[config.mk]
export PLATFORM = sky130hd
export DESIGN_NAME = uart_rx
export DESIGN_NICKNAME = d
export VERILOG_FILES = /design/src/source/uart_rx.sv
export SDC_FILE = /design/constraint.sdc
export NUM_CORES = 1
export LEC_CHECK = 0
export BUFFER_PORTS_ARGS = -buffer_cell sky130_fd_sc_hd__buf_2
export CORE_ASPECT_RATIO = 1.1
export CORE_UTILIZATION = 60
export DETAILED_ROUTE_END_ITERATION = 8
export HOLD_SLACK_MARGIN = 0.08
export MAX_ROUTING_LAYER = met4
export PLACE_DENSITY = 0.86
export SYNTH_ARGS = -nofsm -noshare
export SYNTH_HDL_FRONTEND = slang
export SYNTH_SLANG_ARGS = --single-unit
[constraint.sdc]
create_clock -name clk_i -period 3.85 [get_ports clk_i]
set_input_delay 0.5775 -clock clk_i [delete_from_list [all_inputs] [get_ports clk_i]]
set_output_delay 0.5775 -clock clk_i [all_outputs]
set_load 0.05 [all_outputs]
[src/source/uart_rx.sv]
module uart_rx #(
  parameter int CLKS_PER_BIT = 868
) (
  input  logic       clk_i,
  input  logic       rst_n,
  input  logic       rx_i,
  output logic [7:0] byte_o,
  output logic       valid_o
);

  localparam int CW = $clog2(CLKS_PER_BIT + 1);
  localparam logic [CW-1:0] HALF_BIT = CW'(CLKS_PER_BIT / 2 - 1);
  localparam logic [CW-1:0] FULL_BIT = CW'(CLKS_PER_BIT - 1);

  // Receiver phases
  localparam logic [1:0] PH_IDLE  = 2'd0;
  localparam logic [1:0] PH_START = 2'd1;
  localparam logic [1:0] PH_DATA  = 2'd2;
  localparam logic [1:0] PH_STOP  = 2'd3;

  logic [1:0]    sync_q;
  logic          rx_s;
  logic [1:0]    phase_q;
  logic [CW-1:0] cnt_q;
  logic [2:0]    bit_idx_q;

  // Two-flop synchronizer, idles high
  always_ff @(posedge clk_i) begin
    if (!rst_n) begin
      sync_q <= 2'b11;
    end else begin
      sync_q <= {sync_q[0], rx_i};
    end
  end

  assign rx_s = sync_q[1];

  //////////////////////////////////////////////////////////////////////
  // Frame FSM
  //////////////////////////////////////////////////////////////////////

  always_ff @(posedge clk_i) begin
    if (!rst_n) begin
      phase_q   <= PH_IDLE;
      cnt_q     <= '0;
      bit_idx_q <= '0;
      valid_o   <= 1'b0;
    end else begin
      valid_o <= 1'b0;
      case (phase_q)
        PH_IDLE: begin
          cnt_q <= '0;
          if (!rx_s) phase_q <= PH_START;
        end
        PH_START: begin
          // Mid start bit, glitch returns to idle
          if (cnt_q == HALF_BIT) begin
            cnt_q     <= '0;
            bit_idx_q <= '0;
            phase_q   <= rx_s ? PH_IDLE : PH_DATA;
          end else begin
            cnt_q <= cnt_q + 1'b1;
          end
        end
        PH_DATA: begin
          if (cnt_q == FULL_BIT) begin
            cnt_q     <= '0;
            bit_idx_q <= bit_idx_q + 1'b1;
            if (bit_idx_q == 3'd7) phase_q <= PH_STOP;
          end else begin
            cnt_q <= cnt_q + 1'b1;
          end
        end
        default: begin
          // Bad stop bit drops the frame
          if (cnt_q == FULL_BIT) begin
            valid_o <= rx_s;
            phase_q <= PH_IDLE;
          end else begin
            cnt_q <= cnt_q + 1'b1;
          end
        end
      endcase
    end
  end

  // LSB first, so each bit enters at the top
  always_ff @(posedge clk_i) begin
    if (phase_q == PH_DATA && cnt_q == FULL_BIT) begin
      byte_o <= {rx_s, byte_o[7:1]};
    end
  end

endmodule

==> flow_metrics.tcl <==
set metrics [dict create \
    cts-root-buf "clkbuf_4" \
    holdBufCountCts 0 \
    drtAntennaViolNets 0 \
    cpMaxStageDelayCell "nor4_1" \
    die_h_um 48.7 \
    relSlewSlack 0.327 \
    setup_viol 0 \
    cp-startpoint "phase_q[0]$_SDFFE_PN0P_" \
    hold_path.class "reg2reg" \
    initial_core_util 0.653 \
    power_mw 0.504 \
    max_freq_mhz 403 \
    grt_setup_unrepaired "no" \
    dp_cells 157 \
    start_kind "register" \
    row_count 16 \
    grt_max_degree 15 \
    ys_ff_latch 26 \
    antenna_found_initial 0 \
    core-area_mm2 0.00182 \
    ir_drop_mv 0.258 \
    post-route-min-period_ps 2480 \
    avgSynthCellArea_um2 9.92 \
    syn-num-nets 131 \
    utilization 0.714 \
    min_from "sync_q[0]$_SDFF_PN1_" \
    rr_startpoint "phase_q[0]$_SDFFE_PN0P_" \
    cp_cell_sequence "inv_1, ha_1, or3_1, nor4_1, o21ai_0, nor2_1" \
    status "finished clean" \
    critical_path_class "reg2reg" \
    top_level_ports 12 \
    wl_met1_mm 1.01 \
    maxSlewViolCount 0 \
    die_area_mm2 0.00217 \
    post_cts_buffers 0 \
    yosys.cell_types.count 31 \
    layout_common_cells "18 x dfxtp_1, 13 x nor2_1, 11 x buf_2" \
    clock-sinks 26 \
    top_layer "met4" \
    power_density_mw_per_mm2 387 \
    diodes 0 \
    final_nets 146 \
    hold_viol 0 \
    slowest_delay_ps 770 \
    dp_hpwl_mm 1.67 \
    drt_iter0_drc 34 \
    tns_ps 0 \
    clk_pin_slew_ps 140 \
    grt_remaining_overflow 0 \
    async_flop_share 0 \
    wl_per_cell_um 13.9 \
    cts_inserted_buffers 3 \
    wl_mm 2.23 \
    cp-end-kind "register" \
    tritoncts "yes" \
    cts_resized 0 \
    ys_warn_count 0 \
    clock_latency_ps 310 \
    leakagePower_nw 0.461 \
    met3_wirelength_um 116 \
    ys_seq_area_frac 0.505 \
    wl_met2_mm 1.07 \
    synth.cell_area_mm2 0.00119 \
    portBuffers 11 \
    vias 947 \
    synth_edf_count 8 \
    viasPerCell 5.88 \
    die_width_um 44.5 \
    fin_hold_ws_ps 428 \
    cts_buffer_depth 2 \
    syn_inst 120 \
    final_area_mm2 0.00130 \
    synth_ff_type "dfxtp_1" \
    max_slew.worst_pin.slew_ps 1000 \
    cap_violations 0 \
    grt_pass1_vias 867 \
    grt.total_usage 0.232 \
    critical_path_required_ps 4100 \
    cp.arrival_ps 2730 \
    cp_max_fo 8 \
    dpl-instance-area_mm2 0.00127 \
    syn_to_final_growth_pct 9.36 \
    final_common_cell "dfxtp_1" \
    post-route-drc-count 0 \
    grt_pass1_wl_mm 3.68 \
    drive_gt1_frac 0.119 \
    post-place-ws_ps 1400 \
    regToRegSetupSlack_ps 1370 \
    clock_skew_ps 4.77 \
    fin_crit_sh 0.644 \
    finalNonFillerCells 161 \
    htreeDepth 1 \
    fin_ws_ps 1370 \
    gp_congestion 0.904 \
    firstDrtPassIters 4 \
]
worst max-delay path, delay by kind of cell, from the launching register on:
family	cells	cell delay [ps]
AND/OR/NAND/NOR	3	1360
flip-flops	1	400
AO/OA/AOI/OAI	1	290
adder cells (fa/ha/maj)	1	280
buffers and inverters	1	100
flip-flops by register name, indices dropped and copies added, names as in the netlist:
| signal | cells |
|---|---|
| sync_q | 2 |
| byte_o | 8 |
| bit_idx_q | 3 |
| phase_q | 2 |
| valid_o | 1 |
| cnt_q | 10 |
cells in the mapped netlist, types with 3 or more instances:
library cell / n / area (um^2)
xnor2_1: 5 / 43.8
o31ai_1: 4 / 30.0
nand2b_1: 4 / 25.0
nand2_1: 7 / 26.3
o21ai_0: 3 / 15.0
nor2_1: 13 / 48.8
ha_1: 8 / 100
or3_1: 3 / 18.8
nor3_1: 5 / 25.0
nor4_1: 4 / 25.0
edfxtp_1: 8 / 240
o22ai_1: 3 / 18.8
a21oi_1: 3 / 15.0
inv_1: 7 / 26.3
or4_1: 3 / 22.5
dfxtp_1: 18 / 360
nand3_1: 8 / 40.0
cells by family after synthesis:
| family | after synthesis | share of synthesized area |
|---|---|---|
| DFF | 26 | 0.505 |
| and+or+nand+nor | 52 | 0.228 |
| AOI/OAI and AO/OA | 19 | 0.110 |
| adders and majority gates | 8 | 0.0841 |
| buffers and inverters | 9 | 0.0284 |
| xor gates and xnor gates | 6 | 0.0442 |
where the power goes:
part / internal [mW] / switching (mW)
Sequential: 0.288 / 0.00771
Combinational: 0.0347 / 0.0558
Clock: 0.0405 / 0.0774
Total: 0.363 / 0.141
final timing paths:
kind / end / cells past startpoint
setup / recovery: cnt_q[7]$_SDFFE_PN0P_ / 6
hold / removal: sync_q[1]$_SDFF_PN1_ / 1
setup reg to reg: cnt_q[7]$_SDFFE_PN0P_ / 6
hold reg to reg: sync_q[1]$_SDFF_PN1_ / 1
per-layer routing:
layer  vias up  GRT usage
li1        461          -
met1       436      0.281
met2        44      0.387
met3         6     0.0448
met4         0     0.0657
met5         -          -
layout make-up:
cell class / instances / area, um^2
clock buffers: 4 / 26.3
fillers: 144 / 520
multi-input cells: 85 / 556
repair buffers: 11 / 55.1
well taps: 27 / 33.8
flip-flops and latches: 26 / 601
inverters: 8 / 30.0
Power figures use the tool's default switching activity.
