<file path="src/source/soc_mem_pkg.sv">
package soc_mem_pkg;

  //////////////////////////////////////////////////////////////////////
  // Bus types
  //////////////////////////////////////////////////////////////////////

  typedef logic [31:0] addr_t;
  typedef logic [31:0] data_t;
  typedef logic [3:0]  strb_t;

  //////////////////////////////////////////////////////////////////////
  // Address map
  //////////////////////////////////////////////////////////////////////

  // RAM hit when the bits outside the mask equal the base
  localparam addr_t RAM_BASE_ADDR = 32'h4000_0000;
  localparam addr_t RAM_MASK_ADDR = 32'h000f_ffff;

  // 64-bit cycle timer, two word addresses
  localparam addr_t TIMER_LO_ADDR = 32'h3000_0000;
  localparam addr_t TIMER_HI_ADDR = 32'h3000_0004;

  //////////////////////////////////////////////////////////////////////
  // Program loader
  //////////////////////////////////////////////////////////////////////

  typedef enum logic [2:0] {
    IDLE,
    COUNT_LO,
    COUNT_HI,
    DATA,
    DONE
  } loader_state_e;

  // First byte of a load stream
  typedef enum logic [7:0] {
    OP_LOAD = 8'hA5
  } loader_op_e;

endpackage

</file>
<file path="src/source/iomem_fabric.sv">
module iomem_fabric #(
  parameter int RAM_DEPTH = 1024,
  parameter int RAM_DELAY = 16
) (
  input  logic                         clk_i,
  input  logic                         rst_n,
  input  logic                         sys_rst_n_i,
  input  logic                         iomem_valid_i,
  output logic                         iomem_ready_o,
  input  soc_mem_pkg::strb_t           iomem_wstrb_i,
  input  soc_mem_pkg::addr_t           iomem_addr_i,
  output soc_mem_pkg::data_t           iomem_rdata_o,
  output soc_mem_pkg::strb_t           ram_we_o,
  output logic                         ram_re_o,
  output logic [$clog2(RAM_DEPTH)-1:0] ram_addr_o,
  input  soc_mem_pkg::data_t           ram_rdata_i
);

  localparam int RAM_AW = $clog2(RAM_DEPTH);

  logic                 ram_hit;
  logic                 tlo_hit;
  logic                 thi_hit;
  logic                 ram_done;
  logic                 req_seen_q;
  logic [RAM_DELAY-1:0] ready_sr_q;
  logic [63:0]          timer_q;

  //////////////////////////////////////////////////////////////////////
  // Address decode
  //////////////////////////////////////////////////////////////////////

  assign ram_hit = iomem_valid_i &&
                   ((iomem_addr_i & ~soc_mem_pkg::RAM_MASK_ADDR) == soc_mem_pkg::RAM_BASE_ADDR);
  assign tlo_hit = iomem_valid_i && (iomem_addr_i == soc_mem_pkg::TIMER_LO_ADDR);
  assign thi_hit = iomem_valid_i && (iomem_addr_i == soc_mem_pkg::TIMER_HI_ADDR);

  // Writes repeat each cycle valid is held, same data every time
  assign ram_we_o   = ram_hit ? iomem_wstrb_i : '0;
  assign ram_re_o   = ram_hit && (iomem_wstrb_i == '0);
  assign ram_addr_o = iomem_addr_i[RAM_AW+1:2];

  //////////////////////////////////////////////////////////////////////
  // RAM ready delay
  //////////////////////////////////////////////////////////////////////

  assign ram_done = ram_hit && iomem_ready_o;

  always_ff @(posedge clk_i) begin
    if (!sys_rst_n_i) begin
      req_seen_q <= 1'b0;
    end else begin
      req_seen_q <= ram_hit && !iomem_ready_o;
    end
  end

  // Chain empties on the handshake so the next request starts clean
  always_ff @(posedge clk_i) begin
    if (!rst_n) begin
      ready_sr_q <= '0;
    end else if (ram_done) begin
      ready_sr_q <= '0;
    end else begin
      ready_sr_q <= {ready_sr_q[RAM_DELAY-2:0], req_seen_q};
    end
  end

  // Timer words answer in the same cycle
  assign iomem_ready_o = ready_sr_q[RAM_DELAY-1] || tlo_hit || thi_hit;

  //////////////////////////////////////////////////////////////////////
  // Cycle timer and read data
  //////////////////////////////////////////////////////////////////////

  always_ff @(posedge clk_i) begin
    if (!sys_rst_n_i) begin
      timer_q <= 64'd0;
    end else begin
      timer_q <= timer_q + 64'd1;
    end
  end

  assign iomem_rdata_o = tlo_hit ? timer_q[31:0]  :
                         thi_hit ? timer_q[63:32] : ram_rdata_i;

  // Bus master holds valid until the delayed ready comes back
  a_ready_needs_valid: assert property (
    @(posedge clk_i) disable iff (!rst_n)
    iomem_ready_o |-> iomem_valid_i
  );

endmodule

</file>
<file path="config.mk">
export PLATFORM = sky130hd
export DESIGN_NAME = iomem_fabric
export DESIGN_NICKNAME = d
export VERILOG_FILES = /design/src/source/soc_mem_pkg.sv /design/src/source/iomem_fabric.sv
export SDC_FILE = /design/constraint.sdc
export NUM_CORES = 1
export LEC_CHECK = 0
export ABC_AREA = 1
export BUFFER_PORTS_ARGS = -buffer_cell sky130_fd_sc_hd__buf_2
export CAP_MARGIN = 30
export CORE_AREA = 2 2 107 135
export CTS_BUF_LIST = sky130_fd_sc_hd__clkbuf_16
export DETAILED_ROUTE_END_ITERATION = 8
export DIE_AREA = 0 0 109 137
export PLACE_DENSITY = 0.69
export RECOVER_POWER = 50
export SYNTH_ARGS = -nofsm -noshare
export SYNTH_HDL_FRONTEND = slang
export SYNTH_SLANG_ARGS = --single-unit
</file>
<file path="constraint.sdc">
create_clock -name clk_i -period 2.7 [get_ports clk_i]
set_clock_uncertainty 0.2 [all_clocks]
set_input_delay 0.675 -clock clk_i [delete_from_list [all_inputs] [get_ports clk_i]]
set_output_delay 0.675 -clock clk_i [all_outputs]
set_load 0.01 [all_outputs]
</file>
==> results.ini, run 1 <==
[logic_synthesis]
ys_types=27
netlist_area_sq_um=5386
synth-seq-cells=81
seq_area_frac_synth=0.3010
synth_nets=1006
syn_area_per_cell_sq_um=5.773
synthCells=933
yosysWarnings=0

[setup_path]
cp.arrival_ps=2030
cp.required_ps=1820
crit_fanout=8
r2r-start=timer_q[0]$_SDFF_PN0_
reg2reg_depth=9
critPathLaunchType=input pin
reg2reg_slack_ps=280
crit_family=buffers and inverters
cp_slowest_stage_delay_ps=170
endpoint_kind=primary output
critical_path.cell_chain=buf_6, nor2_4, nand4_1, buf_4, nor2_4, buf_6, nand2_8, buf_16, nand2_2, nand3_2, nand2_1, buf_2
cpMaxStageDelayCell=buf_4
path_buf_inv=5
r2r-end=timer_q[54]$_SDFF_PN0_
critPathKind=input pin to primary output

[floorplanning]
die_w_um=109
die_area_sq_um=14930
start_util=0.3951
io_pins=120
fp.dieH_um=137
num_rows=48
core_area_sq_um=13630

[place]
port_buffers=119
gp_congestion=0.9912
hpwl_um=14290

[route]
firstDrtPassIters=6
post_drt_wl_per_cell_um=16.04
via_per_inst=5.144
drt_iter0_markers=514
wl_um=20160
detail-route-antenna-nets=0
via_count=6466
drc=0

[grt]
antenna_found_initial=0
overflow=0
grt_usage=0.2712
grt_pass1_wl_um=30860
grt_pass1_vias=6265
grt_max_degree=33

[sta]
tns_ps=-6151
drv_slew=33
max_freq_ghz=0.3437
max_slew.worst_pin.slew_ps=1621
min_period_ps=2909
rsz0062_at_grt=true
hold_viol=0
fin_crit_sh=1.078
worst_slack_ps=-209.5
slew-limit-headroom=-0.08044
setup_violations=33
holdWs_ps=210.5

[min_path]
hold_class=flop to flop
hold-path-endpoint=ready_sr_q[13]$_SDFF_PP0_
hold_start=ready_sr_q[12]$_SDFF_PP0_
min_path_cells=2

[power]
p_leak_nw=2.824
p_per_area_nw_per_um2=380.0
peakVddDrop_mv=0.2947

[clocking]
clock_latency_ps=350
numCtsBuffers=9
ctsLongestPathBuffers=2
cts-htree-levels=3
cts_sinks=81
tritoncts=done
clk_pin_slew_ps=70
root_buffer=clkbuf_16

[finish]
multiInputGateArea_sq_um=3528
nNetsFinal=1150
syn_to_final_growth_pct=36.19
fin_util=0.5381
final-seq-area_sq_um=1622
antennaDiodeCount=0
num-fill-cells=1370
drive_gt1_frac=0.2652

[run]
maxCapViolations=1

[status]
status=complete, but fails checks
violations=capacitance limit, slew limit, setup timing

[per-layer routing]
metal / vias up / share of wire / track usage
li1: 3199 / - / -
met1: 2965 / 0.40 / 0.3190
met2: 240 / 0.51 / 0.4786
met3: 62 / 0.051 / 0.04095
met4: 0 / 0.041 / 0.1246
met5: - / 0 / 0
[synth_stat cells, drive strengths merged]
library cell	count	area share
nor3	7	0.0074
xor2	9	0.015
clkinv	1	0.00070
ha	1	0.0023
nand2	310	0.22
and2	2	0.0023
nand3	86	0.080
inv	105	0.073
buf	28	0.033
nand4	18	0.021
or2	8	0.0093
o21a	3	0.0042
dfxtp	81	0.30
a21oi	49	0.046
o21ai	24	0.022
clkbuf	6	0.0042
nor2	195	0.16
[worst reg2reg max path, cell delays in order (launching register included)]
cell      delay [ps]
dfxtp_1          450
ha_1             210
clkbuf_1         310
nand2_2          130
nor2_1           470
nand2_2          190
nor2_2           180
nand3_1           90
nand2_1           70
nor2_1            30
[through the flow]
step           total power [mW]  area, sq um  instances  setup slack [ps]
6_report                  2.788         7336       1257            -209.5
5_1_grt                   2.868         7336       1257            -294.8
4_1_cts                   2.745         7038       1258            -143.9
3_5_place_dp              1.448         6269       1220            -203.7
3_3_place_gp              1.447         6269       1220            -219.5
2_1_floorplan             1.339         5386        933             142.5
[cell usage in the layout, fill, tap and decap left out, types with 3 or more instances in the layout]
cell type | Yosys | final
o21a_1 | 3 | 3
nand4_1 | 18 | 18
buf_2 | 14 | 102
nand2_4 | 1 | 14
dfxtp_1 | 81 | 81
nand2_2 | 12 | 33
nor2_2 | 13 | 15
nand3_1 | 86 | 62
inv_6 | 0 | 3
nor3_1 | 6 | 3
nand2_1 | 297 | 262
or2_0 | 8 | 8
clkbuf_1 | 6 | 6
buf_4 | 14 | 23
xor2_1 | 9 | 9
buf_16 | 0 | 5
buf_12 | 0 | 5
inv_1 | 103 | 102
buf_6 | 0 | 25
nor2_1 | 172 | 166
clkbuf_16 | 0 | 10
a21oi_1 | 48 | 48
o21ai_0 | 23 | 23
nand3_2 | 0 | 23
nor2_4 | 10 | 14
[layout make-up]
cell class | instances | share of cell area
Multi-Input combinational cell | 712 | 0.4810
Clock inverter | 7 | 0.01143
Clock buffer | 9 | 0.03070
Timing Repair Buffer | 167 | 0.1704
Inverter | 106 | 0.05560
Sequential cell | 81 | 0.2210
Tap cell | 175 | 0.02985
[power by group]
group          internal [mW]  total (mW)  switching [mW]  leakage [nW]
Sequential              1.20        1.20         0.00629         0.653
Combinational          0.136       0.279           0.143          2.02
Clock                  0.735        1.30           0.569         0.149
[repair_timing]
item,CTS,global route
resized for setup,53,82
hold buffers,0,0
setup buffers,18,7
pin swaps,11,35
cloned,5,1
setup endpoints to repair,32,38
[worst max path at each step]
| stage | start | endpoint | slack, ps | cells past startpoint |
|---|---|---|---|---|
| 4_1_cts | iomem_addr_i[21] | ram_re_o | -140 | 13 |
| 3_5_place_dp | iomem_addr_i[4] | iomem_rdata_o[20] | -200 | 11 |
| 6_report | iomem_addr_i[8] | iomem_rdata_o[9] | -210 | 12 |
| 3_3_place_gp | iomem_addr_i[4] | iomem_rdata_o[21] | -220 | 11 |
| 5_1_grt | iomem_addr_i[14] | iomem_rdata_o[9] | -290 | 12 |
| 2_1_floorplan | iomem_addr_i[27] | iomem_rdata_o[2] | 140 | 10 |
[kinds of logic (layout without fill, tap and decap cells)]
logic type	after synthesis	after routing	share of synthesized area
xor+xnor	9	9	0.01463
fa+ha+maj	1	1	0.002323
simple gates	626	626	0.4987
flops	81	81	0.3010
buf+inv	140	289	0.1106
compound gates	76	76	0.07271
[flip-flops by register name, summed over array words and instances (netlist names)]
register    flops
ready_sr_q     16
timer_q        64
req_seen_q      1
No activity file was read; power rests on OpenSTA's default activity.
==> run 2, diff against run 1 <==
Settings changed: CTS_CLUSTER_DIAMETER set to 30, SKIP_CTS_REPAIR_TIMING set to 1.
==> run 2 against run 1 <==
Effect of this change: the run still ends with capacitance limit, slew limit, setup timing left; setup slack worse by 19 ps; hold slack worse by 1.5 ps; first-iteration DRC count down 11%; die area unchanged; critical path depth unchanged; global-route usage down 2.3 points; critical endpoint is now iomem_rdata_o[23]; highest routed layer unchanged.
==> results.ini, run 2 (synthesized netlist as in run 1, its figures left out) <==
[setup_path]
critPathKind=input pin to primary output
reg2reg_slack_ps=580
endpoint_kind=primary output
r2r-end=timer_q[54]$_SDFF_PN0_
r2r-start=timer_q[0]$_SDFF_PN0_
critPathLaunchType=input pin
cp.required_ps=1820
crit_fanout=8
reg2reg_depth=9
cp_slowest_stage_delay_ps=220
cp.arrival_ps=2050
cpMaxStageDelayCell=nor2_4
critical_path.cell_chain=buf_6, nor2_2, nand2_2, nor2_4, nand2_2, nor2_4, nand2_4, clkbuf_16, nand2_1, nand3_1, nand2_1, buf_2

[clocking]
tritoncts=done
clock_latency_ps=350
cts_sinks=81
clk_pin_slew_ps=70
root_buffer=clkbuf_16
cts-htree-levels=3
numCtsBuffers=9
ctsLongestPathBuffers=2

[sta]
max_slew.worst_pin.slew_ps=1589
worst_slack_ps=-228.7
setup_violations=32
min_period_ps=2929
slew-limit-headroom=-0.05902
max_freq_ghz=0.3414
rsz0062_at_grt=true
drv_slew=33
hold_viol=0
fin_crit_sh=1.085

[grt]
grt_pass1_wl_um=28560
grt_usage=0.2478
overflow=0
antenna_found_initial=0
grt_pass1_vias=5952
grt_max_degree=33

[finish]
final_cells=1241
fin_util=0.5124
biggestRegsByFlops=timer_q x64, ready_sr_q x16, req_seen_q x1
syn_to_final_growth_pct=29.69
drive_gt1_frac=0.2411
num-fill-cells=1416
final_area_sq_um=6985
final_common_cell=nand2_1
final_cell_mix=nand2_1, nor2_1, buf_2, inv_1, dfxtp_1
antennaDiodeCount=0
top_register=timer_q
largest_reg_flops=64
nNetsFinal=1134

[min_path]
hold_start=ready_sr_q[10]$_SDFF_PP0_
min_path_cells=2
hold_class=flop to flop
hold-path-endpoint=ready_sr_q[11]$_SDFF_PP0_

[floorplanning]
core_area_sq_um=13630
fp.dieH_um=137
io_pins=120
num_rows=48
die_w_um=109
die_area_sq_um=14930
start_util=0.3951

[place]
gp_congestion=0.9912
place_area_sq_um=6269
hpwl_um=14290
port_buffers=119
dp.cells=1220

[status]
violations=capacitance limit, slew limit, setup timing
status=complete, but fails checks

[route]
via_count=6259
via_per_inst=5.044
wl_um=19090
drc=0
detail-route-antenna-nets=0
firstDrtPassIters=5
drt_iter0_markers=455
post_drt_wl_per_cell_um=15.38

[power]
p_leak_nw=2.693
p_per_area_nw_per_um2=392.6
peakVddDrop_mv=0.3118

[run]
maxCapViolations=1

## run 2: cell types whose count changed in the layout (fill, tap and decap cells not counted), sizes merged
cell,previous run,this run
buf,160,144
## run 2: how the worst max path moves through the flow
stage | from | to | depth (start not counted)
floorplan | iomem_addr_i[27] | iomem_rdata_o[2] | 10
global placement | iomem_addr_i[4] | iomem_rdata_o[21] | 11
detailed placement | iomem_addr_i[4] | iomem_rdata_o[20] | 11
CTS | iomem_addr_i[4] | iomem_rdata_o[20] | 11
global route | iomem_addr_i[22] | iomem_rdata_o[31] | 12
finish | iomem_addr_i[22] | iomem_rdata_o[23] | 12
## run 2: critical path, delay by kind of cell
family                 cells  cell delay (ps)
buffers and inverters      3              420
AND/OR/NAND/NOR            9              950
## run 2: per-stage QoR
step	TNS, ps	total power [mW]	hold slack [ps]	setup slack (ps)
floorplan	0	1.339	193.6	142.5
global placement	-6273	1.447	195.7	-219.5
detailed placement	-5646	1.448	199.9	-203.7
CTS	-5864	2.725	210.6	-208.8
global route	-8661	2.837	224.7	-307.2
finish	-6233	2.742	209.1	-228.7
## run 2: layout make-up
class	count	area [sq um]	share of cell area
Tap cell	175	219.0	0.03135
Clock buffer	9	225.2	0.03224
Sequential cell	81	1622	0.2321
Timing Repair Buffer	151	980.9	0.1404
Multi-Input combinational cell	712	3445	0.4931
Clock inverter	7	83.83	0.01200
Inverter	106	410.4	0.05875
## run 2: where the power goes
part	internal (mW)	switching [mW]
Clock	0.735	0.553
Combinational	0.118	0.133
Sequential	1.20	0.00642
## run 2: routing by layer
layer  routed length (um)  track usage  up-vias  part of all wire
met4                  883      0.08974        0             0.046
met2                 9410       0.4434      197              0.49
met5                    0            0        -                 0
li1                     -            -     3159                 -
met3                  880      0.03571       57             0.046
met1                 7916       0.2972     2846              0.41
