===== src/source/soc_mem_pkg.sv =====
package soc_mem_pkg;

  //////////////////////////////////////////////////////////////////////
  // Bus types
  //////////////////////////////////////////////////////////////////////

  typedef logic [31:0] addr_t;
  typedef logic [31:0] data_t;
  typedef logic [3:0]  strb_t;

  //////////////////////////////////////////////////////////////////////
  // Address map
  //////////////////////////////////////////////////////////////////////

  // RAM hit when the bits outside the mask equal the base
  localparam addr_t RAM_BASE_ADDR = 32'h4000_0000;
  localparam addr_t RAM_MASK_ADDR = 32'h000f_ffff;

  // 64-bit cycle timer, two word addresses
  localparam addr_t TIMER_LO_ADDR = 32'h3000_0000;
  localparam addr_t TIMER_HI_ADDR = 32'h3000_0004;

  //////////////////////////////////////////////////////////////////////
  // Program loader
  //////////////////////////////////////////////////////////////////////

  typedef enum logic [2:0] {
    IDLE,
    COUNT_LO,
    COUNT_HI,
    DATA,
    DONE
  } loader_state_e;

  // First byte of a load stream
  typedef enum logic [7:0] {
    OP_LOAD = 8'hA5
  } loader_op_e;

endpackage


===== src/source/program_loader.sv =====
module program_loader #(
  parameter int RAM_DEPTH = 1024
) (
  input  logic                         clk_i,
  input  logic                         rst_n,
  input  logic [7:0]                   byte_i,
  input  logic                         byte_valid_i,
  output soc_mem_pkg::strb_t           we_o,
  output logic [$clog2(RAM_DEPTH)-1:0] addr_o,
  output soc_mem_pkg::data_t           wdata_o,
  output logic                         active_o,
  output logic                         sys_rst_n_o,
  output logic                         led_o
);

  localparam int RAM_AW = $clog2(RAM_DEPTH);

  soc_mem_pkg::loader_state_e state_q;
  logic [15:0]                count_q;
  logic [15:0]                word_idx_q;
  logic [1:0]                 byte_cnt_q;
  logic                       we_q;
  soc_mem_pkg::data_t         wbuf_q;

  //////////////////////////////////////////////////////////////////////
  // Load stream FSM
  //////////////////////////////////////////////////////////////////////

  always_ff @(posedge clk_i) begin
    if (!rst_n) begin
      state_q    <= soc_mem_pkg::IDLE;
      word_idx_q <= '0;
      byte_cnt_q <= '0;
      we_q       <= 1'b0;
    end else begin
      we_q <= 1'b0;
      case (state_q)
        soc_mem_pkg::IDLE: begin
          if (byte_valid_i && byte_i == soc_mem_pkg::OP_LOAD) begin
            state_q <= soc_mem_pkg::COUNT_LO;
          end
        end
        soc_mem_pkg::COUNT_LO: begin
          if (byte_valid_i) state_q <= soc_mem_pkg::COUNT_HI;
        end
        soc_mem_pkg::COUNT_HI: begin
          if (byte_valid_i) begin
            word_idx_q <= '0;
            byte_cnt_q <= '0;
            // Empty image finishes right away
            state_q <= ({byte_i, count_q[7:0]} == 16'd0) ? soc_mem_pkg::DONE
                                                          : soc_mem_pkg::DATA;
          end
        end
        soc_mem_pkg::DATA: begin
          if (byte_valid_i) begin
            byte_cnt_q <= byte_cnt_q + 2'd1;
            if (byte_cnt_q == 2'd3) we_q <= 1'b1;
          end
          // Word goes out this cycle, step to the next
          if (we_q) begin
            word_idx_q <= word_idx_q + 16'd1;
            if (word_idx_q == count_q - 16'd1) state_q <= soc_mem_pkg::DONE;
          end
        end
        default: state_q <= soc_mem_pkg::IDLE;
      endcase
    end
  end

  // Count and word buffer, both little-endian
  always_ff @(posedge clk_i) begin
    if (byte_valid_i) begin
      if (state_q == soc_mem_pkg::COUNT_LO) count_q[7:0]  <= byte_i;
      if (state_q == soc_mem_pkg::COUNT_HI) count_q[15:8] <= byte_i;
      if (state_q == soc_mem_pkg::DATA)     wbuf_q        <= {byte_i, wbuf_q[31:8]};
    end
  end

  assign we_o    = {4{we_q}};
  assign addr_o  = word_idx_q[RAM_AW-1:0];
  assign wdata_o = wbuf_q;

  assign active_o    = (state_q == soc_mem_pkg::COUNT_LO) ||
                       (state_q == soc_mem_pkg::COUNT_HI) ||
                       (state_q == soc_mem_pkg::DATA);
  assign led_o       = active_o;
  assign sys_rst_n_o = !active_o;

  // Image must fit the RAM
  a_addr_in_range: assert property (
    @(posedge clk_i) disable iff (!rst_n)
    we_q |-> (word_idx_q < RAM_DEPTH)
  );

endmodule


===== config.mk =====
export PLATFORM = sky130hd
export DESIGN_NAME = program_loader
export DESIGN_NICKNAME = d
export VERILOG_FILES = /design/src/source/soc_mem_pkg.sv /design/src/source/program_loader.sv
export SDC_FILE = /design/constraint.sdc
export NUM_CORES = 1
export LEC_CHECK = 0
export BUFFER_PORTS_ARGS = -buffer_cell sky130_fd_sc_hd__buf_2
export CORE_MARGIN = 5
export CORE_UTILIZATION = 56
export CTS_CLUSTER_DIAMETER = 80
export CTS_CLUSTER_SIZE = 40
export DETAILED_ROUTE_END_ITERATION = 10
export HOLD_SLACK_MARGIN = 0.03
export PLACE_DENSITY = 0.78
export SETUP_SLACK_MARGIN = 0.15
export SYNTH_ARGS = -nofsm -noshare
export SYNTH_HDL_FRONTEND = slang
export SYNTH_SLANG_ARGS = --single-unit

===== constraint.sdc =====
create_clock -name clk_i -period 5.1 [get_ports clk_i]
set_clock_uncertainty 0.2 [all_clocks]
set_input_delay 0.51 -clock clk_i [delete_from_list [all_inputs] [get_ports clk_i]]
set_output_delay 0.51 -clock clk_i [all_outputs]
set_load 0.1 [all_outputs]

==> reports/summary.txt, run 1 <==
Post-synth top flop -> edfxtp_1
Tot Pwr -> 1.58 mW
area leader, netlist -> edfxtp_1
Critical Path AT -> 3180 ps
Placer Congestion -> 0.919
max cap viols -> 0
CP endpoint kind -> flop
final number of setup-violating endpoints -> 0
Starting Density -> 58.6%
final worst slack -> 2010 ps
outcome -> complete, no violations
count leader, synth -> edfxtp_1
yosys warns -> 0
RSZ-0062 raised after global routing -> no
relative slew slack -> 27.6%
die outline height -> 86.4 µm
Hold Fails Final Rpt -> 0
Combinational Power Share -> 25.8%
IO buf count -> 59
Clk pwr share -> 29.9%
CP Data Required Time -> 5190 ps
Seq pwr share -> 44.3%
vias -> 2241
leading post-synthesis cells by cell area -> edfxtp_1, dfxtp_1, xor2_1
register area share after synthesis -> 57.6%
Post-Syn Instances -> 285
final core occ -> 66.5%
post-CTS setup buffers -> 0
Switch Pwr -> 0.571 mW
gr usage total -> 17.6%
vias in the first global route -> 2170
Post-synth EDFFs -> 48
global-route wire length before repair -> 10200 µm
maximum VDD drop -> 0.570 mV
Seq cells post-synth -> 70
Top Ports -> 60
fraction of registers with async set/reset -> 0%
antenna cells -> 0
Clock Latency Late Sink -> 340 ps
Critical Path Source Type -> flop
grt ovf -> 0
syn nets -> 300
initial antenna violation count -> 0
FILL cells -> 454
H-tree levels -> 3
DP HPWL -> 4630 µm
CTS sink cnt -> 70
Hold-fix buffers, CTS -> 0
DRT iter0 DRCs -> 147
Power Internal -> 1.01 mW
CP Class -> flop to flop
DP Worst Slack -> 2020 ps
Core ar. -> 5570 µm²
Tcrit/Tclk final -> 60.7%
Clock Tree Buf Depth -> 2
vias per inst -> 5.52
WL/cell -> 15.5 µm
CP max FO -> 12
Synth top area share -> 44.1%
Nets -> 344
CTS clk-pin slew, worst paths -> 70 ps
Die ar. -> 7460 µm²
fin. max-slew vios -> 0
TritonCTS clock tree -> done
area added between synthesis and finish -> 13.4%
Mean Syn Cell Area -> 11.5 µm²
number of gates resized after CTS -> 0
Setup TNS Final -> 0 ps
area of the mapped netlist -> 3270 µm²
layout cells sized above 1 -> 24.3%
fmax -> 323 MHz
Synth cell types -> 49
min Tclk post-route -> 3090 ps
DR DRC count -> 0
Sw Ratio -> 36.1%
leak pwr -> 1.42 nW
r2r setup slk -> 2010 ps
Pre-antenna DRT Iters -> 4
row cnt -> 27
Synth top cells by count -> edfxtp_1, nor2_1, dfxtp_1
CTS root buf -> clkbuf_8
PD cells -> 427 nW/µm²
largest net degree at the start of global routing -> 33
Worst-Margin Slew -> 1080 ps
CTS Buf Count -> 9
sum of routed wire length over all layers -> 6280 µm
die width -> 86.4 µm
Hold Crit Class -> input port to flop
remaining antenna violation count -> 0
logic make-up after synthesis:
family                     share of synthesized area, %
and+or+nand+nor                                    17.5
xor gates and xnor gates                           9.54
adders and majority gates                          1.53
muxes                                             0.957
DFF                                                57.6
AOI/OAI and AO/OA                                  7.05
buffers and inverters                              5.82
cell type report:
class                           count  area, µm²  share of cell area (%)
Clock buffer                        9        124                    3.34
Tap cell                           72       90.1                    2.43
Sequential cell                    70       1880                    50.8
Clock inverter                      7       88.8                    2.40
Multi-Input combinational cell    182       1190                    32.3
Timing Repair Buffer               60        303                    8.17
Inverter                            6       22.5                   0.608
metrics by stage:
step                      hold WS (ps)  instance area (µm²)  std cells
after global routing               179                 3700        406
final                              184                 3700        406
after global placement             224                 3490        390
after detailed placement           228                 3490        390
after floorplan                    245                 3270        285
after CTS                          173                 3700        406
power groups by stage:
stage | Combinational [mW] | Clock [mW] | Sequential, mW
floorplan | 0.281 | 0 | 0.783
global placement | 0.406 | 0 | 0.710
detailed placement | 0.409 | 0 | 0.713
CTS | 0.410 | 0.481 | 0.700
global route | 0.434 | 0.507 | 0.708
finish | 0.409 | 0.474 | 0.701
flip-flops by register name, indices dropped and copies added (netlist names):
register	flops
state_q	3
word_idx_q	16
wdata_o	32
count_q	16
byte_cnt_q	2
we_q	1
critical path, cell delays in order, from the launching register on:
cell and delay (ps):
edfxtp_1 440, nor3_1 900, nand3_1 260, or4_1 570
a22oi_1 170, nand4_1 180, nor2_1 130, o2111a_1 190
cells in the final DEF (no fill, tap or decap), types with 5 or more instances in the layout:
master    Yosys  routed
o21ai_0       6       6
xnor2_1      14      14
a21oi_1       7       7
inv_1         6       6
nor3_1        8       8
nor2_1       29      29
nand2_1      14      14
edfxtp_1     48      48
nand4_1      14      14
buf_2         2      59
nand3_1      11      11
and3_1        6       6
dfxtp_1      22      22
clkbuf_8      0       9
a21boi_0      5       5
xor2_1       19      19
layer usage:
metal / global-route usage (%) / vias up / routed length [µm]
met5: 0 / - / 0
li1: - / 1109 / -
met2: 30.9 / 51 / 3200
met4: 7.65 / 0 / 120
met3: 3.99 / 9 / 299
met1: 20.5 / 1072 / 2660
worst paths after layout:
check              start     endpoint  cells after the start
max           count_q[3]   state_q[2]                      7
min            byte_i[6]   count_q[6]                      1
max reg2reg   count_q[3]   state_q[2]                      7
min reg2reg  wdata_o[18]  wdata_o[10]                      0
Power figures use the tool's default switching activity.
==> run 2, diff against run 1 <==
Settings changed: ABC_AREA set to 1.
Clock period 5.1 ns to 2.9 ns, I/O delays scaled along.
==> reports/summary.txt, run 2 <==
outcome -> complete, no violations
min Tclk post-route -> 2240 ps (-854 ps)
commonest non-fill, non-tap cell in the layout -> nand2_1
PD cells -> 649 nW/µm² (+52%)
Switch Pwr -> 0.947 mW (+66%)
Power Internal -> 1.62 mW (+60%)
DR DRC count -> 0 (unchanged)
Top Ports -> 60 (unchanged)
CP Class -> flop to flop
Pre-antenna DRT Iters -> 4 (unchanged)
Synth cell types -> 37 (-24%)
Post-synth top flop -> edfxtp_1
leading post-synthesis cells by cell area -> edfxtp_1, dfxtp_1, nand2_1
area of the mapped netlist -> 3370 µm² (+3.2%)
Tot Pwr -> 2.56 mW (+62%)
Hold Crit Class -> flop to flop
Mean Syn Cell Area -> 9.74 µm² (-15%)
CP Data Required Time -> 2970 ps (-2220 ps)
fmax -> 447 MHz (+38%)
DP HPWL -> 5040 µm (+8.8%)
row cnt -> 28 (+3.7%)
CTS sink cnt -> 70 (unchanged)
sum of routed wire length over all layers -> 6760 µm (+7.7%)
DP Cell Count -> 468 (+20%)
Clock Tree Buf Depth -> 2 (unchanged)
Die ar. -> 7670 µm² (+2.8%)
register area share after synthesis -> 55.8% (-1.8 points)
Placement Cell Area -> 3680 µm² (+5.4%)
Combinational Power Share -> 26.5% (+0.7 points)
Core ar. -> 5890 µm² (+5.6%)
antenna cells -> 0 (unchanged)
Non-Filler Instances -> 493 (+21%)
Hold Fails Final Rpt -> 0 (unchanged)
Starting Density -> 57.3% (-1.3 points)
final number of setup-violating endpoints -> 0 (unchanged)
WL/cell -> 13.7 µm (-11%)
post-synthesis adder-cell area fraction -> 1.48% (-0.047 points)
hold_sp -> wdata_o[18]
final worst slack -> 660 ps (-1350 ps)
most frequent cells in the layout -> nand2_1, buf_2, edfxtp_1, inv_1, nor2_1
TritonCTS clock tree -> done
post-synthesis compound-gate area fraction -> 5.90% (-1.1 points)
RR Endpoint -> state_q[1]
Seq cells post-synth -> 70 (unchanged)
post-synthesis simple-gate area fraction -> 23.2% (+5.7 points)
area leader, netlist -> edfxtp_1
count leader, synth -> nand2_1
syn nets -> 361 (+20%)
fin. max-slew vios -> 0 (unchanged)
die outline height -> 87.6 µm (+1.4%)
die width -> 87.6 µm (+1.4%)
Placer Congestion -> 0.855 (-7.0%)
vias in the first global route -> 2579 (+19%)
worst hold stages -> 0 (-1)
Synth top cells by count -> nand2_1, edfxtp_1, inv_1
maximum VDD drop -> 0.824 mV (+45%)
CTS Buf Count -> 9 (unchanged)
Nets -> 428 (+24%)
Critical Path Source Type -> flop
yosys warns -> 0 (unchanged)
vias -> 2558 (+14%)
H-tree levels -> 3 (unchanged)
Synth top area share -> 42.8% (-1.4 points)
CP endpoint kind -> flop
gr usage total -> 19.6% (+2.0 points)
initial antenna violation count -> 0 (unchanged)
Critical Path AT -> 2310 ps (-870 ps)
global-route wire length before repair -> 11500 µm (+13%)
main combinational cell family by area after synthesis -> simple AND/OR/NAND/NOR gates
leak pwr -> 1.64 nW (+16%)
r2r setup slk -> 660 ps (-1350 ps)
remaining antenna violation count -> 0 (unchanged)
mux contribution to synthesized area -> 0% (-0.96 points)
CP max FO -> 6 (-6)
area added between synthesis and finish -> 17.0%
grt ovf -> 0 (unchanged)
Seq pwr share -> 46.4% (+2.1 points)
Clk pwr share -> 27.1% (-2.8 points)
XOR/XNOR share of the synthesized area -> 4.42% (-5.1 points)
DRT iter0 DRCs -> 175 (+19%)
Tcrit/Tclk final -> 77.2% (+17 points)
vias per inst -> 5.19 (-6.0%)
fin area -> 3950 µm² (+6.5%)
IO buf count -> 59 (unchanged)
relative slew slack -> 61.9% (+34 points)
Setup TNS Final -> 0 ps (unchanged)
CTS clk-pin slew, worst paths -> 80 ps (about the same)
DP Worst Slack -> 722 ps (-1300 ps)
CTS root buf -> clkbuf_8
Post-Syn Instances -> 346 (+21%)
RSZ-0062 raised after global routing -> no
Clock Latency Late Sink -> 350 ps (about the same)
Hold Path End -> wdata_o[10]
max cap viols -> 0 (unchanged)
largest net degree at the start of global routing -> 33 (unchanged)
Sw Ratio -> 37.0% (+0.90 points)
Worst-Margin Slew -> 567 ps (-511 ps)
layout cells sized above 1 -> 25.6% (+1.3 points)
fraction of registers with async set/reset -> 0% (unchanged)
Crit Reg-Reg Startpoint -> count_q[0]
Post-synth EDFFs -> 48 (unchanged)
r2r worst-path depth -> 13 (+6)
max FFs per register -> 32 (unchanged)
[run 2: cell count changes in the layout (fill, tap and decap cells not counted), moves of 7 or more]
cell	delta
nand4_1	-11
nand2_1	+53
dlygate4sd3_1	+9
a21oi_1	+7
inv_1	+36
xor2_1	-12
[run 2: worst max path at each step]
stage,slack [ps],end,cells past startpoint,start
finish,660,state_q[1],13,count_q[0]
detailed placement,720,state_q[1],14,count_q[0]
floorplan,240,sys_rst_n_o,3,state_q[0]
CTS,650,state_q[1],13,count_q[0]
global route,410,state_q[0],15,count_q[0]
global placement,820,state_q[0],16,count_q[0]
[run 2: stage by stage]
step                      util (%)  hold WS [ps]
after global routing          67.0           258
after global placement        62.5           224
after floorplan                  -           189
final                         67.0           244
after CTS                     67.0           228
after detailed placement      62.5           228
[run 2: kinds of logic after synthesis]
logic type,after synthesis
and+or+nand+nor,158
DFF,70
buffers and inverters,64
AOI/OAI and AO/OA,33
xor gates and xnor gates,17
adders and majority gates,4
[run 2: routing by layer]
layer	global-route usage [%]	share of wire, %
met5	0	0
met4	10.2	2.4
met3	5.55	7.5
met2	33.8	51
met1	22.1	39
[run 2: final cells by class]
cell class / instances / area [µm²]
inverter: 49 / 198
tap: 75 / 93.8
multi-input combinational: 212 / 1190
timing repair buffer: 71 / 408
fill: 470 / 1940
clock buffer: 9 / 124
clock inverter: 7 / 50.0
sequential: 70 / 1880
[run 2: timing repair]
| action | CTS | global route |
|---|---|---|
| gates resized for setup | 0 | 0 |
| setup buffers | 0 | 0 |
| hold endpoints to repair | 27 | 0 |
| hold buffers | 9 | 0 |
[run 2: critical path, cell delays in order (launching register included)]
cell,delay (ps)
edfxtp_1,410
inv_2,140
ha_1,210
nand2_2,110
nor2_4,180
xor2_1,190
nand2_1,90
inv_1,60
nand2_1,50
nor2_1,90
nand2_1,70
nand2_2,90
nand3_2,90
a21oi_1,170
[run 2: power groups by stage]
stage	Combinational, mW	Clock [mW]	Sequential [mW]
floorplan	0.435	0	1.33
global placement	0.657	0	1.21
detailed placement	0.668	0	1.21
CTS	0.681	0.710	1.19
global route	0.724	0.763	1.19
finish	0.680	0.694	1.19
==> run 3, diff against run 2 <==
Clock period 2.9 ns to 2.3 ns, I/O delays scaled along.
==> reports/summary.txt, run 3 (synthesized netlist as in run 2, its figures left out) <==
WL/cell -> 14.9 µm (+8.8%)
CP Class -> flop to flop
Clock Latency Late Sink -> 350 ps (about the same)
layout cells sized above 1 -> 30.1% (+4.5 points)
commonest non-fill, non-tap cell in the layout -> nand2_1
most frequent cells in the layout -> nand2_1, buf_2, edfxtp_1, inv_1, nor2_1
relative slew slack -> 67.0% (+5.1 points)
vias per inst -> 5.40 (+4.1%)
CTS Buf Count -> 9 (unchanged)
max cap viols -> 0 (unchanged)
max FFs per register -> 32 (unchanged)
CP Data Required Time -> 2390 ps (-580 ps)
initial antenna violation count -> 0 (unchanged)
remaining antenna violation count -> 0 (unchanged)
Worst-Margin Slew -> 498 ps (-68.3 ps)
gr usage total -> 19.8% (+0.20 points)
top sig layer -> met4
IO buf count -> 59 (unchanged)
RSZ-0062 raised after global routing -> yes
Pre-antenna DRT Iters -> 4 (unchanged)
Seq pwr share -> 43.7% (-2.7 points)
DRT iter0 DRCs -> 207 (+18%)
Clk pwr share -> 28.4% (+1.3 points)
DR DRC count -> 0 (unchanged)
Top Ports -> 60 (unchanged)
die width -> 87.6 µm (unchanged)
fin. max-slew vios -> 0 (unchanged)
DP Cell Count -> 470 (+0.43%)
sum of routed wire length over all layers -> 7510 µm (+11%)
TritonCTS clock tree -> done
Core ar. -> 5890 µm² (unchanged)
die outline height -> 87.6 µm (unchanged)
CTS sink cnt -> 70 (unchanged)
Non-Filler Instances -> 503 (+2.0%)
PD cells -> 829 nW/µm² (+28%)
outcome -> complete, no violations
Combinational Power Share -> 27.9% (+1.4 points)
FILL cells -> 437 (-7.0%)
min Tclk post-route -> 2190 ps (-50.5 ps)
CTS root buf -> clkbuf_8
leak pwr -> 1.73 nW (+5.3%)
Critical Path Source Type -> flop
global-route wire length before repair -> 11700 µm (+1.7%)
Starting Density -> 57.3% (unchanged)
Tcrit/Tclk final -> 95.2% (+18 points)
row cnt -> 28 (unchanged)
CTS clk-pin slew, worst paths -> 80 ps (about the same)
DP HPWL -> 5220 µm (+3.5%)
largest net degree at the start of global routing -> 33 (unchanged)
Critical Path AT -> 2280 ps (-30 ps)
Clock Tree Buf Depth -> 2 (unchanged)
maximum VDD drop -> 0.891 mV (+8.1%)
grt ovf -> 0 (unchanged)
area added between synthesis and finish -> 23.1%
CP max FO -> 5 (-1)
Power Internal -> 2.20 mW (+36%)
Sw Ratio -> 36.0% (-0.98 points)
antenna cells -> 0 (unchanged)
Switch Pwr -> 1.24 mW (+31%)
Die ar. -> 7670 µm² (unchanged)
met3 WL -> 529 µm (+4.3%)
Metal-1 WL -> 2890 µm (+9.6%)
Hold Crit Class -> input port to flop
vias -> 2716 (+6.2%)
Nets -> 438 (+2.3%)
H-tree levels -> 3 (unchanged)
CP endpoint kind -> flop
vias in the first global route -> 2605 (+1.0%)
Hold Fails Final Rpt -> 0 (unchanged)
final number of setup-violating endpoints -> 0 (unchanged)
met2 wire length -> 3830 µm (+11%)
fmax -> 457 MHz (+2.3%)
Placer Congestion -> 0.881 (+3.1%)
worst hold margin -> 219 ps (-24.3 ps)
-- run 3: cell count changes in the layout (fill, tap and decap cells not counted), moves of 2 or more --
| cell | change |
|---|---|
| buf_4 | +8 |
| nand2_1 | -4 |
| nand2_4 | +2 |
| nor2_4 | +3 |
| nor2_1 | -2 |
| nand2_2 | +2 |
-- run 3: through the flow --
step	utilization, %	total power [mW]	instance area [µm²]	TNS, ps	worst slack, ps
6_report	70.5	3.44	4150	0	111
5_1_grt	70.5	3.58	4150	-157	-64.2
4_1_cts	68.6	3.38	4040	0	151
3_5_place_dp	63.1	2.39	3720	0	72.5
3_3_place_gp	63.1	2.36	3720	0	223
2_1_floorplan	-	2.24	3390	0	151
-- run 3: repair_timing --
| item | 4_1_cts | 5_1_grt |
|---|---|---|
| resized for setup | 1 | 19 |
| setup buffers | 4 | 4 |
| hold endpoints to repair | 28 | 0 |
| setup endpoints to repair | 3 | 11 |
| pin swaps | 1 | 5 |
| hold buffers | 9 | 0 |
-- run 3: layout make-up --
cell class | instances | area [µm²] | share of cell area [%]
sequential | 70 | 1880 | 45.4
inverter | 49 | 198 | 4.76
multi-input combinational | 212 | 1280 | 30.9
clock buffer | 9 | 124 | 2.99
timing repair buffer | 81 | 499 | 12.0
clock inverter | 7 | 72.6 | 1.75
tap | 75 | 93.8 | 2.26
-- run 3: worst paths after layout --
check	start	to	slack, ps	cells past startpoint
min reg2reg	wdata_o[29]	wdata_o[21]	250	0
max reg2reg	count_q[6]	state_q[0]	110	15
max	count_q[6]	state_q[0]	110	15
min	byte_valid_i	we_q	220	4
-- run 3: per-layer routing --
metal,track usage [%],vias up
li1,-,1287
met1,23.2,1268
met2,34.0,136
met3,4.05,25
met4,11.0,0
met5,0,-
-- run 3: power groups by stage --
stage	clock network [mW]	registers [mW]	logic [mW]
final	0.977	1.50	0.959
after global routing	1.05	1.51	1.02
after CTS	0.987	1.50	0.893
after detailed placement	0	1.52	0.861
after global placement	0	1.52	0.842
after floorplan	0	1.68	0.558
-- run 3: worst max-delay path, cell delays in order (launching register included) --
cell	delay, ps
edfxtp_1	480
nor2_2	200
nand2_1	150
nor2_4	170
nand2_1	70
nand2_1	70
nand2_1	70
nor2_1	100
nand2_1	60
nor2_1	90
nand2_1	90
nand2_2	110
nand3_4	90
nand2_2	70
inv_1	40
nor2_1	80
